`config.mk`:
```
export PLATFORM = sky130hd
export DESIGN_NAME = finish_stage
export DESIGN_NICKNAME = d
export VERILOG_FILES = /design/src/hw/feistel_pkg.sv /design/src/hw/finish_stage.sv
export SDC_FILE = /design/constraint.sdc
export NUM_CORES = 1
export LEC_CHECK = 0
export BUFFER_PORTS_ARGS = -buffer_cell sky130_fd_sc_hd__buf_2
export CAP_MARGIN = 15
export CORE_MARGIN = 5
export CORE_UTILIZATION = 35
export CTS_CLUSTER_DIAMETER = 80
export DETAILED_ROUTE_END_ITERATION = 7
export MAX_ROUTING_LAYER = met4
export PLACE_DENSITY = 0.87
export SYNTH_ARGS = -nofsm -noshare
export SYNTH_HDL_FRONTEND = slang
export SYNTH_SLANG_ARGS = --single-unit
```
`constraint.sdc`:
```
create_clock -name clk -period 1.4 [get_ports clk]
set_input_delay 0.28 -clock clk [delete_from_list [all_inputs] [get_ports clk]]
set_output_delay 0.28 -clock clk [all_outputs]
set_load 0.05 [all_outputs]
```
`src/hw/feistel_pkg.sv`:
```
// feistel cipher shared constants

package feistel_pkg;

    // one half block, also the width of every box entry
    localparam int word_w = 32;

    // rounds of the feistel network
    localparam int default_rounds = 16;

    // entries per s-box, indexed by one byte of the left half
    localparam int sbox_entries = 256;

    // apb address bus
    localparam int apb_addr_w = 16;

    // p-array region, one word every 4 bytes
    localparam logic [apb_addr_w-1:0] p_base = 16'h0000;

    // s-box region, box b entry i at s_base + 4 * (b * 256 + i)
    localparam logic [apb_addr_w-1:0] s_base = 16'h1000;

    // first byte address past the s-boxes
    localparam logic [apb_addr_w-1:0] addr_limit = 16'h2000;

endpackage

```
`src/hw/finish_stage.sv`:
```
// final swap and output whitening
`timescale 1ns/1ps

module finish_stage (
    input  logic                           clk,
    input  logic                           rst_n,
    input  logic                           rd_valid,
    input  logic [feistel_pkg::word_w-1:0] rd_l,
    input  logic [feistel_pkg::word_w-1:0] rd_r,
    output logic                           rd_ready,
    // P[ROUNDS+1] and P[ROUNDS]
    input  logic [feistel_pkg::word_w-1:0] p_last,
    input  logic [feistel_pkg::word_w-1:0] p_prev,
    output logic                           out_valid,
    output logic [feistel_pkg::word_w-1:0] out_l,
    output logic [feistel_pkg::word_w-1:0] out_r,
    input  logic                           out_ready
);

    logic take;

    // room when empty or when the held block leaves now
    assign rd_ready = !out_valid || out_ready;
    assign take     = rd_valid && rd_ready;

    always_ff @(posedge clk or negedge rst_n) begin
        if (!rst_n) begin
            out_valid <= 1'b0;
        end else begin
            if (take) begin
                out_valid <= 1'b1;
            end else if (out_ready) begin
                out_valid <= 1'b0;
            end
        end
    end

    // undo the last round's swap while whitening
    always_ff @(posedge clk) begin
        if (take) begin
            out_l <= rd_r ^ p_last;
            out_r <= rd_l ^ p_prev;
        end
    end

endmodule

```
Yosys cells after proc, flatten, opt, wreduce, memory -nomap -nowiden
Cells that the tools add are included.

cells by class
  reduce and logical (&&, ||, !) cells = 4
  bitwise logic cells = 2
  muxes and demuxes = 2

operators with widths
  operator           number
  $xor 32x32->32     2
  $mux 1             2
  $reduce_bool 2->1  1
  $logic_and 1x1->1  1
  $logic_not 1->1    1
  $logic_or 1x1->1   1

word-level totals
  flip-flop bits (word level) = 65
  input bits = 132
  logic and storage cells = 11

Depth between registers and ports, before layout
  depth in word-level cells = 4
  gate-level depth with buffers = 2

Worst setup path after synthesis
OpenSTA, ideal clock, no wires.

  path type = reg-to-reg
  start point = register out_valid
  end point = register out_l[0] (netlist bit) (enable)
  clock period less this slack = 1.795 ns
  required time = 1.023 ns
  data arrival time = 1.418 ns
  setup time = 0.377 ns
  setup slack = -0.395 ns
  cell stages (with the launch flop) = 3
  path through = dfrtp_1 nand2b_4 and2_4

between the ends
  longest elaborated chain between the ends = 3

ends and longest elaborated chain
  item                    line                RTL
  start, declared         finish_stage.sv:14  output logic out_valid,
  start signal, assigned  finish_stage.sv:28  out_valid <= 1'b0;
  start signal, assigned  finish_stage.sv:31  out_valid <= 1'b1;
  start signal, assigned  finish_stage.sv:33  out_valid <= 1'b0;
  $logic_not 1->1         finish_stage.sv:23  assign rd_ready = !out_valid || out_ready;
  $logic_or 1x1->1        finish_stage.sv:23
  named net rd_ready      finish_stage.sv:10  output logic rd_ready,
  $logic_and 1x1->1       finish_stage.sv:24  assign take = rd_valid && rd_ready;
  named net take          finish_stage.sv:20  logic take;
  end signal, assigned    finish_stage.sv:41  out_l <= rd_r ^ p_last;
  end, declared           finish_stage.sv:15  output logic [feistel_pkg::word_w-1:0] out_l,

The timed path passes the listed nets, and every way through them passes these cells.
A chain may end at the register's enable or synchronous reset.

Worst setup path after layout
  start point = register out_valid
  end point = output rd_ready

between the ends
  longest elaborated chain between the ends = 2

ends and longest elaborated chain
  item              line
  $logic_not 1->1   finish_stage.sv:23
  $logic_or 1x1->1  finish_stage.sv:23
  end, declared     finish_stage.sv:10

No other way between the ends.

==> metrics <==
Ports=198; Slew HR=0.816; RSZ-0062 raised after global routing=false; Core Rows=31; CTS buffer count=9; Clock Sinks=65; number of port buffers=197; CP Class=flop to output pin; most frequent cells in the layout=buf_2 (196), xor2_1 (64), edfxtp_1 (64); post-route minimum period=roughly 1.3 ns; DR DRC count=0; DRT antenna net count=0; Worst-path clk slew=0.07 ns; worst path required time=1.12 ns; final-report setup violation count=0; initial core utilization=0.355; vias in the first global route=slightly below 2000; CP Capture Type=output pin; Area Overhead vs Synth=52.2%; crit-path max FO=3; Max Clk Rate=0.750 GHz; commonest non-fill, non-tap cell in the layout=buf_2; synth warn=0; CORE AREA=about 7100 um^2; Slew @ Worst Pin=about 0.28 ns; H-tree depth=3; Root Driver=clkbuf_8; Peak VDD IR=603 uV; Total GRT Usage=0.136; Yosys cell types=6; max-slew violations=0; DP HPWL=5.11 mm; final WL=between 6 and 7 mm; largest net degree at the start of global routing=36; leak pwr=1.79 nW; Clock Latency Late Sink=0.33 ns; Post-Layout Cell Count=447; Worst EP arrival=1.05 ns; max_cap viols=0; Chip Width=95.1 um; DP Area=3690 um^2; Yosys reg bits=65; GRT Residual Overflow=0; Slowest Stage Delay on Critical Path=approximately 0.42 ns; synthesized cell area=2540 um^2; Finished Cell Area=3860 um^2; layout cells sized above 1=0.621; period utilization=0.952; PD cells=1210 nW/um^2; final clock skew=0.00536 ns; DIE AREA=9050 um^2; Worst Hold Slack=0.155 ns; Syn Area/Cell=roughly 19 um^2; combined area of the multi-input logic cells=589 um^2; first-pass iteration count of the detailed router=4; Ant. Diodes=0; initial antenna violation count=0; syn nets=264; Seq. cell area=roughly 1900 um^2; post-layout util=0.541; Fill cells=666; worst hold path class=input port to flop; post-synthesis sequential area ratio=0.768; routed vias=1831; DRC marker count from the first detailed-route iteration=54; CTS tree=yes; die height=about 95 um; Critical Path, Cell by Cell=nand2b_4 -> clkbuf_4; wire per inst=13.8 um; clock buffer depth=2; first-pass GRT wire length=8.88 mm; slowest CP cell=dfrtp_2; final hold vios=0; CP Launch Type=flop; status=complete, no violations; placed insts=430; postcts setup bufs=0; total chip power=0.00469 W; synthesized instance count=~130; nets=about 480; routability cong.=0.770; Vias/cell=4.10
[per-stage QoR]
step,TNS (ns),worst slack [ns]
2_1_floorplan,-18.19,-0.284
4_1_cts,0,0.0175
3_5_place_dp,0,0.207
6_report,0,0.0674
5_1_grt,0,0.0134
3_3_place_gp,0,0.241
[Yosys cell counts]
master / n / area share
and2_4: 1 / 0.0035
dfrtp_1: 1 / 0.0099
edfxtp_1: 64 / 0.76
xor2_1: 64 / 0.22
nand2b_1: 1 / 0.0025
nand2b_4: 1 / 0.0054
[cell families (layout without fill, tap and decap cells)]
logic type / after synthesis / in the layout / share of synthesized area
XOR/XNOR: 64 / 64 / 0.221
buffers and inverters: 0 / 216 / 0
flip-flops: 65 / 65 / 0.768
AND/OR/NAND/NOR: 3 / 3 / 0.0113
[state kept, by name, indices dropped and copies added, names as in the netlist]
register and cells:
out_l 32, out_valid 1, out_r 32
[layer usage]
metal  global-route usage  up-vias  routed length [um]
li1                     -      887                   -
met1                0.136      831                1960
met2                0.245      106                3400
met3               0.0434        7                 750
met4               0.0541        0                  82
met5                    -        -                   0
[path summary, 6_finish.rpt]
kind                                  startpoint                     to  slack [ns]  depth (start not counted)
min in group asynchronous                  rst_n  out_valid$_DFFE_PN0P_        0.26                          2
max                        out_valid$_DFFE_PN0P_               rd_ready        0.07                          2
max reg2reg                out_valid$_DFFE_PN0P_     out_r[6]$_DFFE_PP_        0.19                          3
min                                     rd_valid  out_valid$_DFFE_PN0P_        0.15                          2
min reg2reg                out_valid$_DFFE_PN0P_  out_valid$_DFFE_PN0P_        0.53                          2
max in group asynchronous                  rst_n  out_valid$_DFFE_PN0P_        1.04                          2
[power breakdown]
part | internal [W] | switching [W]
clock network | 0.000618 | 0.000666
logic | 0.000314 | 0.000727
registers | 0.00233 | 0.0000308
total | 0.00326 | 0.00142
[timing repair]
item	4_1_cts	5_1_grt
endpoints found under the setup margin	0	1
hold buffers	1	0
endpoints found under the hold margin	1	0
resized for setup	0	1
[critical path, delay by kind of cell, from the launching register on]
| kind | cells | cell delay [ns] |
|---|---|---|
| AND/OR/NAND/NOR | 1 | 0.08 |
| buffers and inverters | 1 | 0.22 |
| flip-flops | 1 | 0.42 |
[cell type report]
type / instances / area share
multi-input cells: 67 / 0.153
clock inverters: 7 / 0.00972
repair buffers: 200 / 0.269
clock buffers: 9 / 0.0321
well taps: 99 / 0.0321
flip-flops and latches: 65 / 0.505
Power figures use the tool's default switching activity.
