File: src/hw/feistel_pkg.sv
// feistel cipher shared constants

package feistel_pkg;

    // one half block, also the width of every box entry
    localparam int word_w = 32;

    // rounds of the feistel network
    localparam int default_rounds = 16;

    // entries per s-box, indexed by one byte of the left half
    localparam int sbox_entries = 256;

    // apb address bus
    localparam int apb_addr_w = 16;

    // p-array region, one word every 4 bytes
    localparam logic [apb_addr_w-1:0] p_base = 16'h0000;

    // s-box region, box b entry i at s_base + 4 * (b * 256 + i)
    localparam logic [apb_addr_w-1:0] s_base = 16'h1000;

    // first byte address past the s-boxes
    localparam logic [apb_addr_w-1:0] addr_limit = 16'h2000;

endpackage

File: src/hw/whiten_stage.sv
// input whitening stage
`timescale 1ns/1ps

module whiten_stage (
    input  logic                           clk,
    input  logic                           rst_n,
    input  logic                           in_valid,
    input  logic [feistel_pkg::word_w-1:0] in_l,
    input  logic [feistel_pkg::word_w-1:0] in_r,
    output logic                           in_ready,
    input  logic [feistel_pkg::word_w-1:0] p_first,
    output logic                           st_valid,
    output logic [feistel_pkg::word_w-1:0] st_l,
    output logic [feistel_pkg::word_w-1:0] st_r,
    input  logic                           st_ready
);

    logic run;
    logic take;

    // ready once out of reset, and the slot is free or draining now
    assign in_ready = run && (!st_valid || st_ready);
    assign take     = in_valid && in_ready;

    always_ff @(posedge clk or negedge rst_n) begin
        if (!rst_n) begin
            run      <= 1'b0;
            st_valid <= 1'b0;
        end else begin
            run <= 1'b1;
            if (take) begin
                st_valid <= 1'b1;
            end else if (st_ready) begin
                st_valid <= 1'b0;
            end
        end
    end

    // left half gets P[0], right half passes as is
    always_ff @(posedge clk) begin
        if (take) begin
            st_l <= in_l ^ p_first;
            st_r <= in_r;
        end
    end

endmodule

File: config.mk
export PLATFORM = sky130hd
export DESIGN_NAME = whiten_stage
export DESIGN_NICKNAME = d
export VERILOG_FILES = /design/src/hw/feistel_pkg.sv /design/src/hw/whiten_stage.sv
export SDC_FILE = /design/constraint.sdc
export NUM_CORES = 1
export LEC_CHECK = 0
export ABC_AREA = 0
export BUFFER_PORTS_ARGS = -buffer_cell sky130_fd_sc_hd__buf_2
export CAP_MARGIN = 10
export CORE_MARGIN = 4
export CORE_UTILIZATION = 43
export DETAILED_ROUTE_END_ITERATION = 8
export GPL_TIMING_DRIVEN = 0
export PLACE_DENSITY = 0.84
export SYNTH_ARGS = -nofsm -noshare
export SYNTH_HDL_FRONTEND = slang
export SYNTH_SLANG_ARGS = --single-unit
File: constraint.sdc
create_clock -name clk -period 2.82 [get_ports clk]
set_input_delay 0 -clock clk [delete_from_list [all_inputs] [get_ports clk]]
set_output_delay 0 -clock clk [all_outputs]
set_load 0.01 [all_outputs]
* After elaboration in Yosys (flattened, before gate mapping)
Index checks and enable logic that the tools add are counted.
** Operators by class
- Multiplexer cells :: 2
- Reduce and logical (&&, ||, !) cells :: 5
- Bitwise operators :: 1
** Operators with widths (number)
- $xor 32x32->32 :: 1
- $logic_and 1x1->1 :: 2
- $mux 1 :: 2
- $reduce_bool 2->1 :: 1
- $logic_not 1->1 :: 1
- $logic_or 1x1->1 :: 1
** Word-level totals
- Word-level logic and storage cells :: 12
- Output and inout bits :: 66
- Input bits :: 100
- Flip-flop bits (word level) :: 66

* Longest topological paths before layout
- Depth in word-level cells :: 5
- Gate-level depth with buffers :: 2
- Depth with buffers taken out :: 2

* Least setup slack after synthesis
Ideal clock, no wire load.
- Path kind :: reg2reg
- Start :: register st_valid
- End :: register st_l[0] in the netlist's numbering, enable pin
- Data arrival time :: 1.524 ns
- Setup slack :: 0.895 ns
- Buffers on the path :: 0
- Data required time :: 2.420 ns
- Setup time :: 0.400 ns
- Period minus slack after synthesis :: 1.925 ns
- Stages on the path, launching flop included :: 3
- Cell sequence :: dfrtp_1 > nand2b_4 > nor2b_4
** On the way
- Cells in the longest elaborated chain, start to end :: 4
** RTL lines
- start, declared :: line whiten_stage.sv:12 : output logic st_valid,
- start signal, assigned :: line whiten_stage.sv:28 : st_valid <= 1'b0;
- start signal, assigned :: line whiten_stage.sv:32 : st_valid <= 1'b1;
- start signal, assigned :: line whiten_stage.sv:34 : st_valid <= 1'b0;
- $logic_not 1->1 :: line whiten_stage.sv:22 : assign in_ready = run && (!st_valid || st_ready);
- $logic_or 1x1->1 :: line whiten_stage.sv:22
- $logic_and 1x1->1 :: line whiten_stage.sv:22
- $logic_and 1x1->1 :: line whiten_stage.sv:23 : assign take = in_valid && in_ready;
- via take :: line whiten_stage.sv:19 : logic take;
- end signal, assigned :: line whiten_stage.sv:42 : st_l <= in_l ^ p_first;
- end, declared :: line whiten_stage.sv:13 : output logic [feistel_pkg::word_w-1:0] st_l,
The timed path passes the listed nets, and every way through them passes these cells.
A chain may end at the register's enable or synchronous reset.

* Worst setup path in the final report
- Start :: register st_valid
- End :: register st_l[30] in the netlist's numbering, enable pin
The elaborated chain is that of the path after synthesis.

==> impl_results.md <==
* Status: completed
* Clock-pin slew on the worst setup and hold paths at 0.07 ns
* Most frequent cell after synthesis: edfxtp_1
* Hold path start: in_valid
* Fin crit period at 1.86 ns
* Ys Warns at 0
* Num rows at 26
* Root Buffer: clkbuf_8
* Vias per cell at 4.64
* Die extent in y at 81.1 um
* Syn Area/Cell at 22.1 um2
* First-pass GRT wire length at 12700 um
* Unique masters post-synth at 8
* CTS tree: yes
* Register area share after synthesis at 85.7%
* Pleak at 1.97 nW
* Crit-path leading delay family: simple AND/OR/NAND/NOR gates
* Crit-path max FO at 33
* Setup tns final at 0 ns
* Setup repair bufs after CTS at 0
* Critical Path AT at 1.89 ns
* Post-Syn Instances at 104
* Post-Syn Nets at 204
* Worst Tran Pin Value at 0.922 ns
* Worst path depth at 3
* TritonCTS Sinks at 66
* Hold Crit Depth at 3
* Pin count of the biggest net entering global routing at 34
* Clk Latency, worst-skew pair at 0.34 ns
* Hpwl dp at 4070 um
* Hold Path Class: primary input to flop
* 1st-iter DRT viols at 107
* Period utilisation layout at 66.1%
* Worst hold slack at 0.276 ns
* Pwr Density at 532 nW/um2
* Share of cells above drive strength 1 at 47.1%
* Final slew viol count at 0
* Initial antenna violation count at 0
* H-tree Lvls at 3
* Post-Layout Inst Area at 4430 um2
* Vias in the first global route at 2373
* Synth Register Bits at 66
* Fillcell total at 248
* Nets@finish at 481
* DRC Markers at 0
* Worst-path cell chain: nand2b_4, nor2b_4, buf_12
* Via count at 2106
* # IOs at 166
* Die area at 6580 um2
* Max Clock Skew at 0.00968 ns
* Worst VDD drop at 0.404 mV
* Area grow syn2layout at 92.7%
* Clock buffer count from CTS at 9
* Util after Layout at 86.2%
* Slew headroom at 38.4%
* Top cell type by total area after synthesis: edfxtp_1
* Crit start category: flop
* Routed len/inst at 19.4 um
* Post-Syn Area at 2300 um2
* Final WL at 8800 um
* Max Cap Viol at 0
* Hold Path End: st_r[3]
* Slowest stage delay, CP at 0.76 ns
* Synth async-reset ratio at 3.03%
* Dominant cells by area after synthesis: edfxtp_1 (84%), xor2_1 (12%), dfrtp_1 (2.2%)
* Initial Utilization at 44.7%
* GRT Resource Usage Total at 27.9%
* RSZ-0062 raised after global routing: no
* Routability congestion estimate from global placement at 0.746
* Number of synthesized flops with an enable pin at 64
* Synth top area share at 83.6%
* Placed Instance Area at 3230 um2
* Fin. Hold Viols at 0
* Core area at 5140 um2
* Top cells by count, synth: edfxtp_1 (64), xor2_1 (32), dfrtp_1 (2), nand2_1 (2)
* Clk buf depth at 2
* RR Startpoint: st_valid
* Kind of critical path: flop to flop
* Die width at 81.1 um
* FMAX at 537 MHz
* Reg2Reg Depth at 3
* Port bufs at 165
* WP data required at 2.85 ns
* FF-to-FF setup slack at 0.96 ns
* Remaining antenna violation count at 0
* Top_reg_cell synth: edfxtp_1
* Critical Path End Type: flop
* Finish-stage setup viols at 0
* Worst path bufs/invs at 1
* Drt pass-1 iters at 4
* CP max-delay cell: nor2b_4
* Ant diodes at 0
* Grt total ovfl at 0
* Worst r2r dst: st_l[30]
==> cells in the final DEF (no fill, tap or decap), types with 2 or more instances in the layout <==
| cell type | count |
|---|---|
| buf_2 | 165 |
| nand2_1 | 2 |
| dfrtp_1 | 2 |
| edfxtp_1 | 64 |
| clkbuf_8 | 9 |
| xor2_1 | 32 |
| dlygate4sd3_1 | 100 |
| bufinv_16 | 2 |
==> worst register-to-register path, delay by kind of cell, from the launching register on <==
family,cells,cell delay [ns]
simple gates,2,0.85
flops,1,0.41
buf+inv,1,0.30
==> cells by family after synthesis <==
kind of cell  Yosys count  share of synthesized area [%]
other cells             1                          0.163
flops                  66                           85.7
xor+xnor               32                           12.2
simple gates            5                           1.90
==> metal layers <==
layer  track usage, %  up-vias  share of wire [%]
met4             15.9        0                5.0
met5                0        -                  0
li1                 -      932                  -
met3             10.9       39                9.0
met1             27.9      978                 33
met2             49.2      157                 53
==> worst max-delay path by stage <==
stage | from | end | slack [ns]
floorplan | st_valid | st_l[0] | 0.90
detailed placement | st_valid | st_l[30] | 0.95
global route | st_valid | st_r[2] | 0.84
finish | st_valid | st_l[30] | 0.96
CTS | st_valid | st_l[30] | 0.94
global placement | st_valid | st_r[9] | 0.66
==> final cells by class <==
cell class,count,area [um2],area share [%]
clock buffers,10,128,2.88
clock inverters,4,68.8,1.55
multi-input cells,38,328,7.40
flip-flops and latches,66,1970,44.5
well taps,70,87.6,1.98
repair buffers,266,1850,41.7
==> where the power goes <==
group | internal (mW) | total (mW) | switching (mW)
Combinational | 0.222 | 0.368 | 0.146
Sequential | 1.14 | 1.16 | 0.0167
Clock | 0.484 | 0.833 | 0.349
==> through the flow <==
| stage | power, mW | instances | setup WS (ns) |
|---|---|---|---|
| final | 2.36 | 454 | 0.957 |
| after global placement | 1.37 | 339 | 0.660 |
| after floorplan | 1.25 | 104 | 0.895 |
| after global routing | 2.44 | 454 | 0.838 |
| after detailed placement | 1.38 | 340 | 0.949 |
| after CTS | 2.32 | 454 | 0.941 |
==> timing repair <==
item | in CTS | in global routing
endpoints found under the hold margin | 67 | 0
gates resized for setup | 0 | 0
hold buffers | 100 | 0
endpoints found under the setup margin | 0 | 0
==> state kept, by name, indices dropped and copies added, names as in the netlist <==
register  cells
st_l         32
st_r         32
run           1
st_valid      1
(Power assumes the default switching activity.)
