File: config.mk
export PLATFORM = sky130hd
export DESIGN_NAME = round_engine
export DESIGN_NICKNAME = d
export VERILOG_FILES = /design/src/hw/feistel_pkg.sv /design/src/hw/round_engine.sv
export SDC_FILE = /design/constraint.sdc
export NUM_CORES = 1
export LEC_CHECK = 0
export ABC_AREA = 1
export ABC_CLOCK_PERIOD_IN_PS = 6700
export BUFFER_PORTS_ARGS = -buffer_cell sky130_fd_sc_hd__buf_2
export CAP_MARGIN = 20
export CORE_ASPECT_RATIO = 0.7
export CORE_MARGIN = 2
export CORE_UTILIZATION = 46
export CTS_CLUSTER_SIZE = 14
export DETAILED_ROUTE_END_ITERATION = 12
export GPL_TIMING_DRIVEN = 0
export PLACE_DENSITY = 0.77
export SLEW_MARGIN = 10
export SYNTH_ARGS = -nofsm -noshare
export SYNTH_HDL_FRONTEND = slang
export SYNTH_SLANG_ARGS = --single-unit
File: constraint.sdc
create_clock -name clk -period 6.7 [get_ports clk]
set_input_delay 1.34 -clock clk [delete_from_list [all_inputs] [get_ports clk]]
set_output_delay 1.34 -clock clk [all_outputs]
set_load 0.02 [all_outputs]
File: src/hw/feistel_pkg.sv
// feistel cipher shared constants

package feistel_pkg;

    // one half block, also the width of every box entry
    localparam int word_w = 32;

    // rounds of the feistel network
    localparam int default_rounds = 16;

    // entries per s-box, indexed by one byte of the left half
    localparam int sbox_entries = 256;

    // apb address bus
    localparam int apb_addr_w = 16;

    // p-array region, one word every 4 bytes
    localparam logic [apb_addr_w-1:0] p_base = 16'h0000;

    // s-box region, box b entry i at s_base + 4 * (b * 256 + i)
    localparam logic [apb_addr_w-1:0] s_base = 16'h1000;

    // first byte address past the s-boxes
    localparam logic [apb_addr_w-1:0] addr_limit = 16'h2000;

endpackage

File: src/hw/round_engine.sv
// iterative feistel round unit
`timescale 1ns/1ps

module round_engine #(
    parameter int ROUNDS = feistel_pkg::default_rounds
) (
    input  logic                           clk,
    input  logic                           rst_n,
    input  logic                           st_valid,
    input  logic [feistel_pkg::word_w-1:0] st_l,
    input  logic [feistel_pkg::word_w-1:0] st_r,
    output logic                           st_ready,
    output logic [$clog2(ROUNDS+2)-1:0]    p_idx,
    input  logic [feistel_pkg::word_w-1:0] p_round,
    output logic [7:0]                     s_byte0,
    output logic [7:0]                     s_byte1,
    output logic [7:0]                     s_byte2,
    output logic [7:0]                     s_byte3,
    input  logic [feistel_pkg::word_w-1:0] s_word0,
    input  logic [feistel_pkg::word_w-1:0] s_word1,
    input  logic [feistel_pkg::word_w-1:0] s_word2,
    input  logic [feistel_pkg::word_w-1:0] s_word3,
    output logic                           rd_valid,
    output logic [feistel_pkg::word_w-1:0] rd_l,
    output logic [feistel_pkg::word_w-1:0] rd_r,
    input  logic                           rd_ready
);

    localparam int WW      = feistel_pkg::word_w;
    localparam int P_IDX_W = $clog2(ROUNDS + 2);
    localparam logic [P_IDX_W-1:0] LAST = P_IDX_W'(ROUNDS);

    logic [WW-1:0]      l_q;
    logic [WW-1:0]      r_q;
    logic [WW-1:0]      f_out;
    // round about to run, zero when not iterating
    logic [P_IDX_W-1:0] round;
    logic               running;
    logic               load;
    logic               hand_off;

    assign running  = (round != '0);
    assign hand_off = rd_valid && rd_ready;

    // free when idle, or when the held result leaves this cycle
    assign st_ready = !running && (!rd_valid || rd_ready);
    assign load     = st_valid && st_ready;

    // P word for the current round
    assign p_idx = round;

    // one s-box lookup per byte of the left half, msb first
    assign s_byte0 = l_q[31:24];
    assign s_byte1 = l_q[23:16];
    assign s_byte2 = l_q[15:8];
    assign s_byte3 = l_q[7:0];

    // F function, adds wrap at 32 bits
    assign f_out = ((s_word0 + s_word1) ^ s_word2) + s_word3;

    assign rd_l = l_q;
    assign rd_r = r_q;

    always_ff @(posedge clk or negedge rst_n) begin
        if (!rst_n) begin
            round    <= '0;
            rd_valid <= 1'b0;
        end else begin
            if (load) begin
                round    <= P_IDX_W'(1);
                rd_valid <= 1'b0;
            end else if (running) begin
                if (round == LAST) begin
                    // last round done, hold until finish stage takes it
                    round    <= '0;
                    rd_valid <= 1'b1;
                end else begin
                    round <= round + 1'b1;
                end
            end else if (hand_off) begin
                rd_valid <= 1'b0;
            end
        end
    end

    // (L, R) -> (R ^ F(L) ^ P[r], L)
    always_ff @(posedge clk) begin
        if (load) begin
            l_q <= st_l;
            r_q <= st_r;
        end else if (running) begin
            l_q <= r_q ^ f_out ^ p_round;
            r_q <= l_q;
        end
    end

endmodule

# Word-level counts from Yosys, hierarchy flattened
# Cells that the tools add are included.
word_totals:
  register_bits: 70
  in_bits: 228
  output_inout_bits: 103
classes:
  n_addsub: 3
  n_eq_ne: 2
  mux: 11
  bitwise_logic: 3
  reduce_logical: 10
ops:
  columns: ["cell", "n"]
  rows:
  - ["$mux W32", 4]
  - ["$xor A32 B32 Y32", 3]
  - ["$add A32 B32 Y32", 2]
  - ["$mux W5", 3]
  - ["$add A5 B1 Y5 const B", 1]
  - ["$eq A5 B5 Y1 const B", 1]
  - ["$reduce_bool A5 Y1", 1]
  - ["$mux W1", 4]
  - ["$logic_and A1 B1 Y1", 3]
  - ["$ne A3 B1 Y1 const B", 1]
  - ["$reduce_bool A3 Y1", 1]
  - ["$logic_not A1 Y1", 2]
  - ["$reduce_and A2 Y1", 1]
  - ["$reduce_bool A2 Y1", 1]
  - ["$logic_or A1 B1 Y1", 1]

# Longest topological paths before layout
# Gate-level depths: netlist of run 1.
logic_depth:
  ltp_word: 7
  mapped_depth: 24
  mapped_depth_nobuf: 24

# Least setup slack after synthesis of run 1
# OpenSTA, ideal clock, no wires.
synth_timing:
  path_type: "input to register"
  start: "input s_word0[0] in the netlist's numbering"
  end: "register l_q[13] (netlist: rd_l[13]) (data pin)"
  arrival_time_ns: 3.843
  path_slack_ns: 2.604
  path_stages: 16
  cell_sequence: "ha_1 inv_1 fa_1 o21ai_2 a21oi_1 o21ai_2 xor2_1 inv_1 ha_1 a21oi_1 o21ai_0 a21oi_1 o21ai_2 or2_1 nand3_1 nand2_1"
synth_via:
  elab_chain_len: 7
synth_rtl:
  columns: ["item", "line_no", "text"]
  rows:
  - ["start: declaration", "round_engine.sv:19", "input logic [feistel_pkg::word_w-1:0] s_word0,"]
  - ["$add A32 B32 Y32", "round_engine.sv:59", "assign f_out = ((s_word0 + s_word1) ^ s_word2) + s_word3;"]
  - ["$xor A32 B32 Y32", "round_engine.sv:59", null]
  - ["$add A32 B32 Y32", "round_engine.sv:59", null]
  - ["$xor A32 B32 Y32 (2 in a row)", "round_engine.sv:92", "l_q <= r_q ^ f_out ^ p_round;"]
  - ["$mux W32", "round_engine.sv:91", "end else if (running) begin"]
  - ["$mux W32", "round_engine.sv:88", "if (load) begin"]
  - ["end signal: assignment", "round_engine.sv:89", "l_q <= st_l;"]
  - ["end signal: assignment", "round_engine.sv:92", null]
  - ["end: declaration", "round_engine.sv:33", "logic [WW-1:0] l_q;"]
# No other way between the ends. The select of a mux whose other input is x is not followed.
# A chain may end at the register's enable or synchronous reset.

# Final worst setup path of run 1
layout_timing:
  start: "input s_word0[0] in the netlist's numbering"
  end: "register l_q[27] (netlist: rd_l[27]) (data pin)"
# The elaborated chain is that of the path after synthesis.

==> run summary, run 1 <==
Worst Hold Class -> flop to flop
vias -> 8683
Psw -> 1.95 mW
Max Freq -> 219 MHz
GR Overflow Total -> 0
die area -> 19000 um^2
biggest area consumer among synthesized cells -> edfxtp_1
DRC viols -> 0
Top delay family on crit path -> simple AND/OR/NAND/NOR gates
setup violators final -> 0
DRT Pass-1 Iters -> 5
Crit Path Category -> input pin to flop
port bufs -> 330
worst-path maximum fanout -> 5
Req. time, crit path -> 6.79 ns
Vias/cell -> 4.96
LEAKAGE -> 5.64 nW
root buf cell -> clkbuf_16
status -> completed
main combinational cell family by area after synthesis -> simple AND/OR/NAND/NOR gates
Post-synth EDFFs -> 64
setup TNS -> 0 ns
H-tree Lvls -> 3
cts repair resizes -> 0
Int Pwr -> 2.15 mW
largest net degree at the start of global routing -> 65
# IOs -> 331
Synth top area share -> 23.4%
sequential area share after synthesis -> 25.2%
Synth Area in Compound Gates -> 10.5%
Power Density -> 391 nW/um^2
die width -> 164 um
Tot Pwr -> 4.10 mW
final hold violations -> 0
Reg clk slew, reported paths -> 0.06 ns
Max Cap Viol -> 0
Crit. End Element -> flop
Post-Syn Nets -> 1468
Startpoint Class -> input pin
post-synthesis xor/xnor area fraction -> 13.8%
DPL Wire Length -> 23800 um
Num CTS Buffers -> 9
Slew Viols, Final -> 0
Routed Antenna Nets -> 0
Seq pwr share -> 25.1%
worst path arrival time -> 4.66 ns
simple logic cell fraction of the synthesized area -> 29.2%
drt total wl -> 27900 um
top cells by area, synth -> edfxtp_1, nand2_1, ha_1, xnor2_1, xor2_1
Cell Area, Synth -> 8220 um^2
switch share -> 47.7%
Setup Buffers After CTS -> 0
vias in the first global route -> 8119
Max-slew headroom -> 72.7%
fillers -> 1642
DRT iter0 DRCs -> 574
worst-margin pin slew -> 0.406 ns
Area growth syn-to-layout -> 27.6%
initial antenna violation count -> 2
Commonest cells post-synth -> nand2_1, inv_1, nor2_1, nand3_1, ha_1
clock skew -> 0.00760 ns
most used cell, CP -> nand2_1
Avg Inst Size Synth -> 7.02 um^2
peak supply drop -> 0.283 mV
final worst-path cycle share -> 68.2%
Hold Buf Count CTS -> 0
CTS Sinks -> 70
Layout Nets -> 1810
Logic pwr share -> 63.4%
clock share of power -> 11.5%
most common cell in the netlist -> nand2_1
synthesized instance count -> 1172
CTS tree -> yes
core area -> 17300 um^2
clock latency on the worst-skew pair -> 0.33 ns
slowest stage delay, CP -> 0.42 ns
Routability Congestion -> 0.965
post-synthesis mux area share -> 0%
Async S/R FF share, synth -> 8.57%
All-Layer GR Usage -> 29.1%
slowest cell on the critical path -> fa_1
post-synth cell types -> 39
Yosys reg bits -> 70
minimum clock period -> 4.57 ns
layout cells sized above 1 -> 28.2%
CP cell instances -> buf_2 -> ha_1 -> inv_1 -> fa_1 -> o21ai_2 -> a21oi_1 -> o21ai_2 -> nand3_1 -> nand4_1 -> nand2_1 -> ha_1 -> nand2_1 -> nor2_1 -> inv_1 -> nor3_1 -> nand3_1 -> nand2_1 -> nand2_1 -> nand3_1 -> nand2_1
first-pass GRT wire length -> 42300 um
Synth Area in Adders -> 10.5%
Initial Utilization -> 47.5%
Die Ht -> 116 um
Yosys Warn Count -> 0
routed length per instance -> 15.9 um
top_reg_cell synth -> edfxtp_1
Rows -> 40
RSZ-0062 raised after global routing -> false
CP bufs+invs -> 3
CTS Buffer Depth -> 2
[placed cells by master (no fill, tap or decap), types with 2 or more instances in the layout]
master,count
diode_2,2
nand2_1,378
dfrtp_1,6
xnor2_1,65
or2_2,2
a21boi_0,4
nor3_1,9
o21ai_0,34
a21oi_1,62
nor2_1,77
nand4_1,5
o21ai_1,4
edfxtp_1,64
ha_1,66
buf_2,335
o21a_1,2
clkinv_2,2
buf_4,33
clkbuf_16,10
o21ai_2,4
xor2_1,65
a21o_1,14
inv_2,5
clkinvlp_4,2
nand3b_1,12
nor2_4,4
nand3_1,68
a21oi_2,4
o21bai_1,10
or2_1,5
inv_1,132
fa_1,2
nand2_2,10
buf_6,8
a31oi_1,4
[through the flow]
step / hold slack (ns) / setup WS (ns) / instance area [um^2] / util (%) / std cells
after floorplan: 0.625 / 2.60 / 8220 / - / 1172
after global placement: 0.519 / 1.88 / 10200 / 58.7 / 1733
after detailed placement: 0.527 / 1.87 / 10200 / 58.9 / 1734
after CTS: 0.541 / 2.20 / 10500 / 60.6 / 1750
after global routing: 0.579 / 1.87 / 10500 / 60.6 / 1752
final: 0.547 / 2.13 / 10500 / 60.6 / 1752
[layout make-up]
class	instances	area, um^2	share of cell area, %
antenna	2	5.00	0.0477
buffer	46	363	3.46
clock buffer	10	250	2.38
clock inverter	6	42.5	0.405
inverter	137	514	4.90
multi-input combinational	919	5280	50.3
sequential	70	2070	19.7
tap	231	289	2.75
timing repair buffer	331	1680	16.0
[flip-flops by register name, summed over array words and instances (netlist names)]
signal / flops
rd_valid: 1
rd_l: 32
rd_r: 32
p_idx: 5
[power by group through the flow]
stage / clock (mW) / sequential, mW / combinational (mW)
6_report: 0.471 / 1.03 / 2.60
4_1_cts: 0.471 / 1.03 / 2.60
3_3_place_gp: 0 / 1.03 / 2.54
3_5_place_dp: 0 / 1.03 / 2.59
2_1_floorplan: 0 / 1.28 / 1.55
5_1_grt: 0.494 / 1.06 / 2.87
[cell families after synthesis]
kind of cell             Yosys count
flip-flops                        70
AND/OR/NAND/NOR                  575
XOR/XNOR                         130
adder cells (fa/ha/maj)           68
buffers and inverters            183
AO/OA/AOI/OAI                    146
[worst min-delay path: stages (launching register included)]
cell     delay (ns)
dfrtp_1        0.38
inv_1          0.07
a21oi_1        0.06
[layer usage]
metal / vias up / share of wire [%] / global-route usage, % / wire, um
met5: - / 0 / 0 / 0
met4: 0 / 1.1 / 4.68 / 310
met3: 22 / 8.5 / 4.76 / 2380
met2: 377 / 45 / 48.9 / 12500
met1: 3850 / 46 / 40.2 / 12700
li1: 4434 / - / - / -
[path summary, 6_finish.rpt]
| check | from | to | slack (ns) | cells past startpoint |
|---|---|---|---|---|
| setup reg to reg | p_idx[0] | rd_r[27] | 4.54 | 10 |
| min in group asynchronous | rst_n | rd_valid | 0.81 | 1 |
| max in group asynchronous | rst_n | p_idx[2] | 5.74 | 1 |
| hold reg to reg | rd_valid | rd_valid | 0.55 | 2 |
| hold / removal | rd_valid | rd_valid | 0.55 | 2 |
| setup / recovery | s_word0[0] | rd_l[27] | 2.13 | 20 |
Power figures use the tool's default switching activity.
==> run 2: changes to the inputs <==
- ABC_CLOCK_PERIOD_IN_PS: 6700 -> 3800
- PLACE_DENSITY: 0.77 -> 0.8
- clock period: 6.7 -> 3.8 ns (I/O delays scaled with it)
==> run 2 against run 1 <==
- die area is the same
- first-iteration DRC count up 14%
- clock power increased by 83%
- sequential power increased by 78%
- worst hold slack got worse by 0.31 ns
==> run summary, run 2 (same netlist as run 1, synthesis figures left out) <==
die width -> 164 um (unchanged)
H-tree Lvls -> 3 (unchanged)
slowest stage delay, CP -> 0.38 ns (-0.04 ns)
Worst Hold Class -> input pin to async pin
Initial Utilization -> 47.5% (unchanged)
Max-slew headroom -> 72.5% (-0.24 points)
Reg clk slew, reported paths -> 0.07 ns (about the same)
All-Layer GR Usage -> 29.4% (+0.39 points)
Layout Nets -> 1817 (+0.39%)
Min Hold Slack -> 0.233 ns (-0.315 ns)
largest net degree at the start of global routing -> 43 (-34%)
Rows -> 40 (unchanged)
setup TNS -> 0 ns (unchanged)
Startpoint Class -> input pin
Crit. End Element -> flop
Area growth syn-to-layout -> 30.8%
drt total wl -> 28500 um (+2.2%)
DRT iter0 DRCs -> 652 (+14%)
Tot Pwr -> 7.38 mW (+80%)
CP cell instances -> buf_2 -> ha_1 -> inv_1 -> fa_2 -> o21ai_4 -> a21oi_2 -> o21ai_2 -> xor2_1 -> inv_1 -> ha_1 -> a21oi_1 -> o21ai_0 -> a21oi_2 -> o21ai_4 -> or2_1 -> nand3_1 -> nand2_1
Top delay family on crit path -> compound AO/OA/AOI/OAI gates
layout cells sized above 1 -> 31.1% (+3.0 points)
CP bufs+invs -> 3 (unchanged)
Routed Antenna Nets -> 0 (unchanged)
Req. time, crit path -> 3.89 ns (-2.90 ns)
first-pass GRT wire length -> 43100 um (+1.9%)
DPL Wire Length -> 24100 um (+1.3%)
Vias/cell -> 5.05 (+1.8%)
fillers -> 1649 (+0.43%)
Power Density -> 686 nW/um^2 (+76%)
final hold violations -> 0 (unchanged)
most frequent cells in the layout -> nand2_1, buf_2, inv_1, nor2_1
minimum clock period -> 3.66 ns
DRC viols -> 0 (unchanged)
routed length per instance -> 16.2 um (+1.7%)
CTS Sinks -> 70 (unchanged)
vias in the first global route -> 8485 (+4.5%)
post-route cell area -> 10800 um^2 (+2.4%)
# IOs -> 331 (unchanged)
vias -> 8883 (+2.3%)
GR Overflow Total -> 0 (unchanged)
Placed Instances -> 1734 (unchanged)
status -> completed
slowest cell on the critical path -> fa_2
FF+latch area -> 2070 um^2 (unchanged)
Routability Congestion -> 0.946 (-2.0%)
clock skew -> 0.00920 ns (+0.00160 ns)
crit path from -> s_word0[0]
setup violators final -> 0 (unchanged)
LEAKAGE -> 5.69 nW (+0.91%)
most common cell after layout, fill and taps aside -> nand2_1
Crit Path Category -> input pin to flop
port bufs -> 330 (unchanged)
worst-path maximum fanout -> 5 (unchanged)
Slew Viols, Final -> 0 (unchanged)
area taken by multi-input logic gates -> 5480 um^2 (+3.8%)
final cell count without fillers -> 1760 (+0.46%)
peak supply drop -> 0.495 mV (+75%)
DRT Pass-1 Iters -> 5 (unchanged)
final worst-path cycle share -> 96.4%
core area -> 17300 um^2 (unchanged)
worst-margin pin slew -> 0.408 ns (+0.00180 ns)
CTS tree -> yes
clock latency on the worst-skew pair -> 0.34 ns (about the same)
Max Freq -> 273 MHz
die area -> 19000 um^2 (unchanged)
Max Cap Viol -> 0 (unchanged)
Die Ht -> 116 um (unchanged)
Num CTS Buffers -> 9 (unchanged)
worst path arrival time -> 3.75 ns (-0.91 ns)
placed inst area -> 10200 um^2 (about the same)
FF-to-FF Start -> p_idx[0]
initial antenna violation count -> 2 (unchanged)
root buf cell -> clkbuf_16
RSZ-0062 raised after global routing -> true
CTS Buffer Depth -> 2 (unchanged)
==> run 2: cell types whose count changed in the layout (fill, tap and decap cells not counted), sizes merged <==
cell | previous run | this run
clkinv | 3 | 1
inv | 138 | 140
diode | 2 | 3
buf | 377 | 384
==> run 2: timing repair <==
| action | in CTS | in global routing |
|---|---|---|
| cloned | 0 | 0 |
| gates resized for setup | 2 | 47 |
| endpoints found under the setup margin | 8 | 22 |
| buffers inserted | 0 | 7 |
| pin swaps | 1 | 6 |
| hold buffers | 0 | 0 |
==> run 2: area by class of cell <==
class                   count  share of cell area, %
multi-input cells         919                   51.0
flip-flops and latches     70                   19.3
repair buffers            338                   16.0
inverters                 137                   4.78
plain buffers              46                   3.37
well taps                 231                   2.69
clock buffers              10                   2.33
clock inverters             6                  0.465
diodes                      3                 0.0698
==> run 2: final timing paths <==
| path | endpoint | slack (ns) | depth (start not counted) |
|---|---|---|---|
| worst max-delay path | rd_l[13] | 0.14 | 17 |
| worst min-delay path | p_idx[1] | 0.23 | 1 |
| worst max register to register | rd_l[26] | 1.48 | 10 |
| worst min register to register | rd_valid | 0.57 | 2 |
| max in group asynchronous | p_idx[4] | 3.42 | 1 |
| min in group clk | rd_valid | 0.57 | 2 |
==> run 2: report_power, final <==
part / leakage (nW) / total [mW] / internal (mW) / switching [mW]
registers: 0.737 / 1.83 / 1.47 / 0.353
logic: 4.81 / 4.69 / 1.88 / 2.81
clock network: 0.141 / 0.862 / 0.490 / 0.371
total: 5.69 / 7.38 / 3.84 / 3.54
==> run 2: routing by layer <==
metal	wire [um]	vias to the layer above	track usage [%]	part of all wire, %
met5	13	-	0	0.046
met4	207	2	4.44	0.73
met3	2720	22	5.26	9.5
met2	13200	387	49.9	46
met1	12400	4021	40.3	44
li1	-	4451	-	-
==> run 2: per-stage QoR <==
stage          worst slack [ns]  utilization (%)
6_report                  0.138             62.1
5_1_grt                 -0.0509             62.1
4_1_cts                 0.00112             60.7
3_5_place_dp             -0.450             58.9
3_3_place_gp             -0.377             58.7
2_1_floorplan             0.284                -
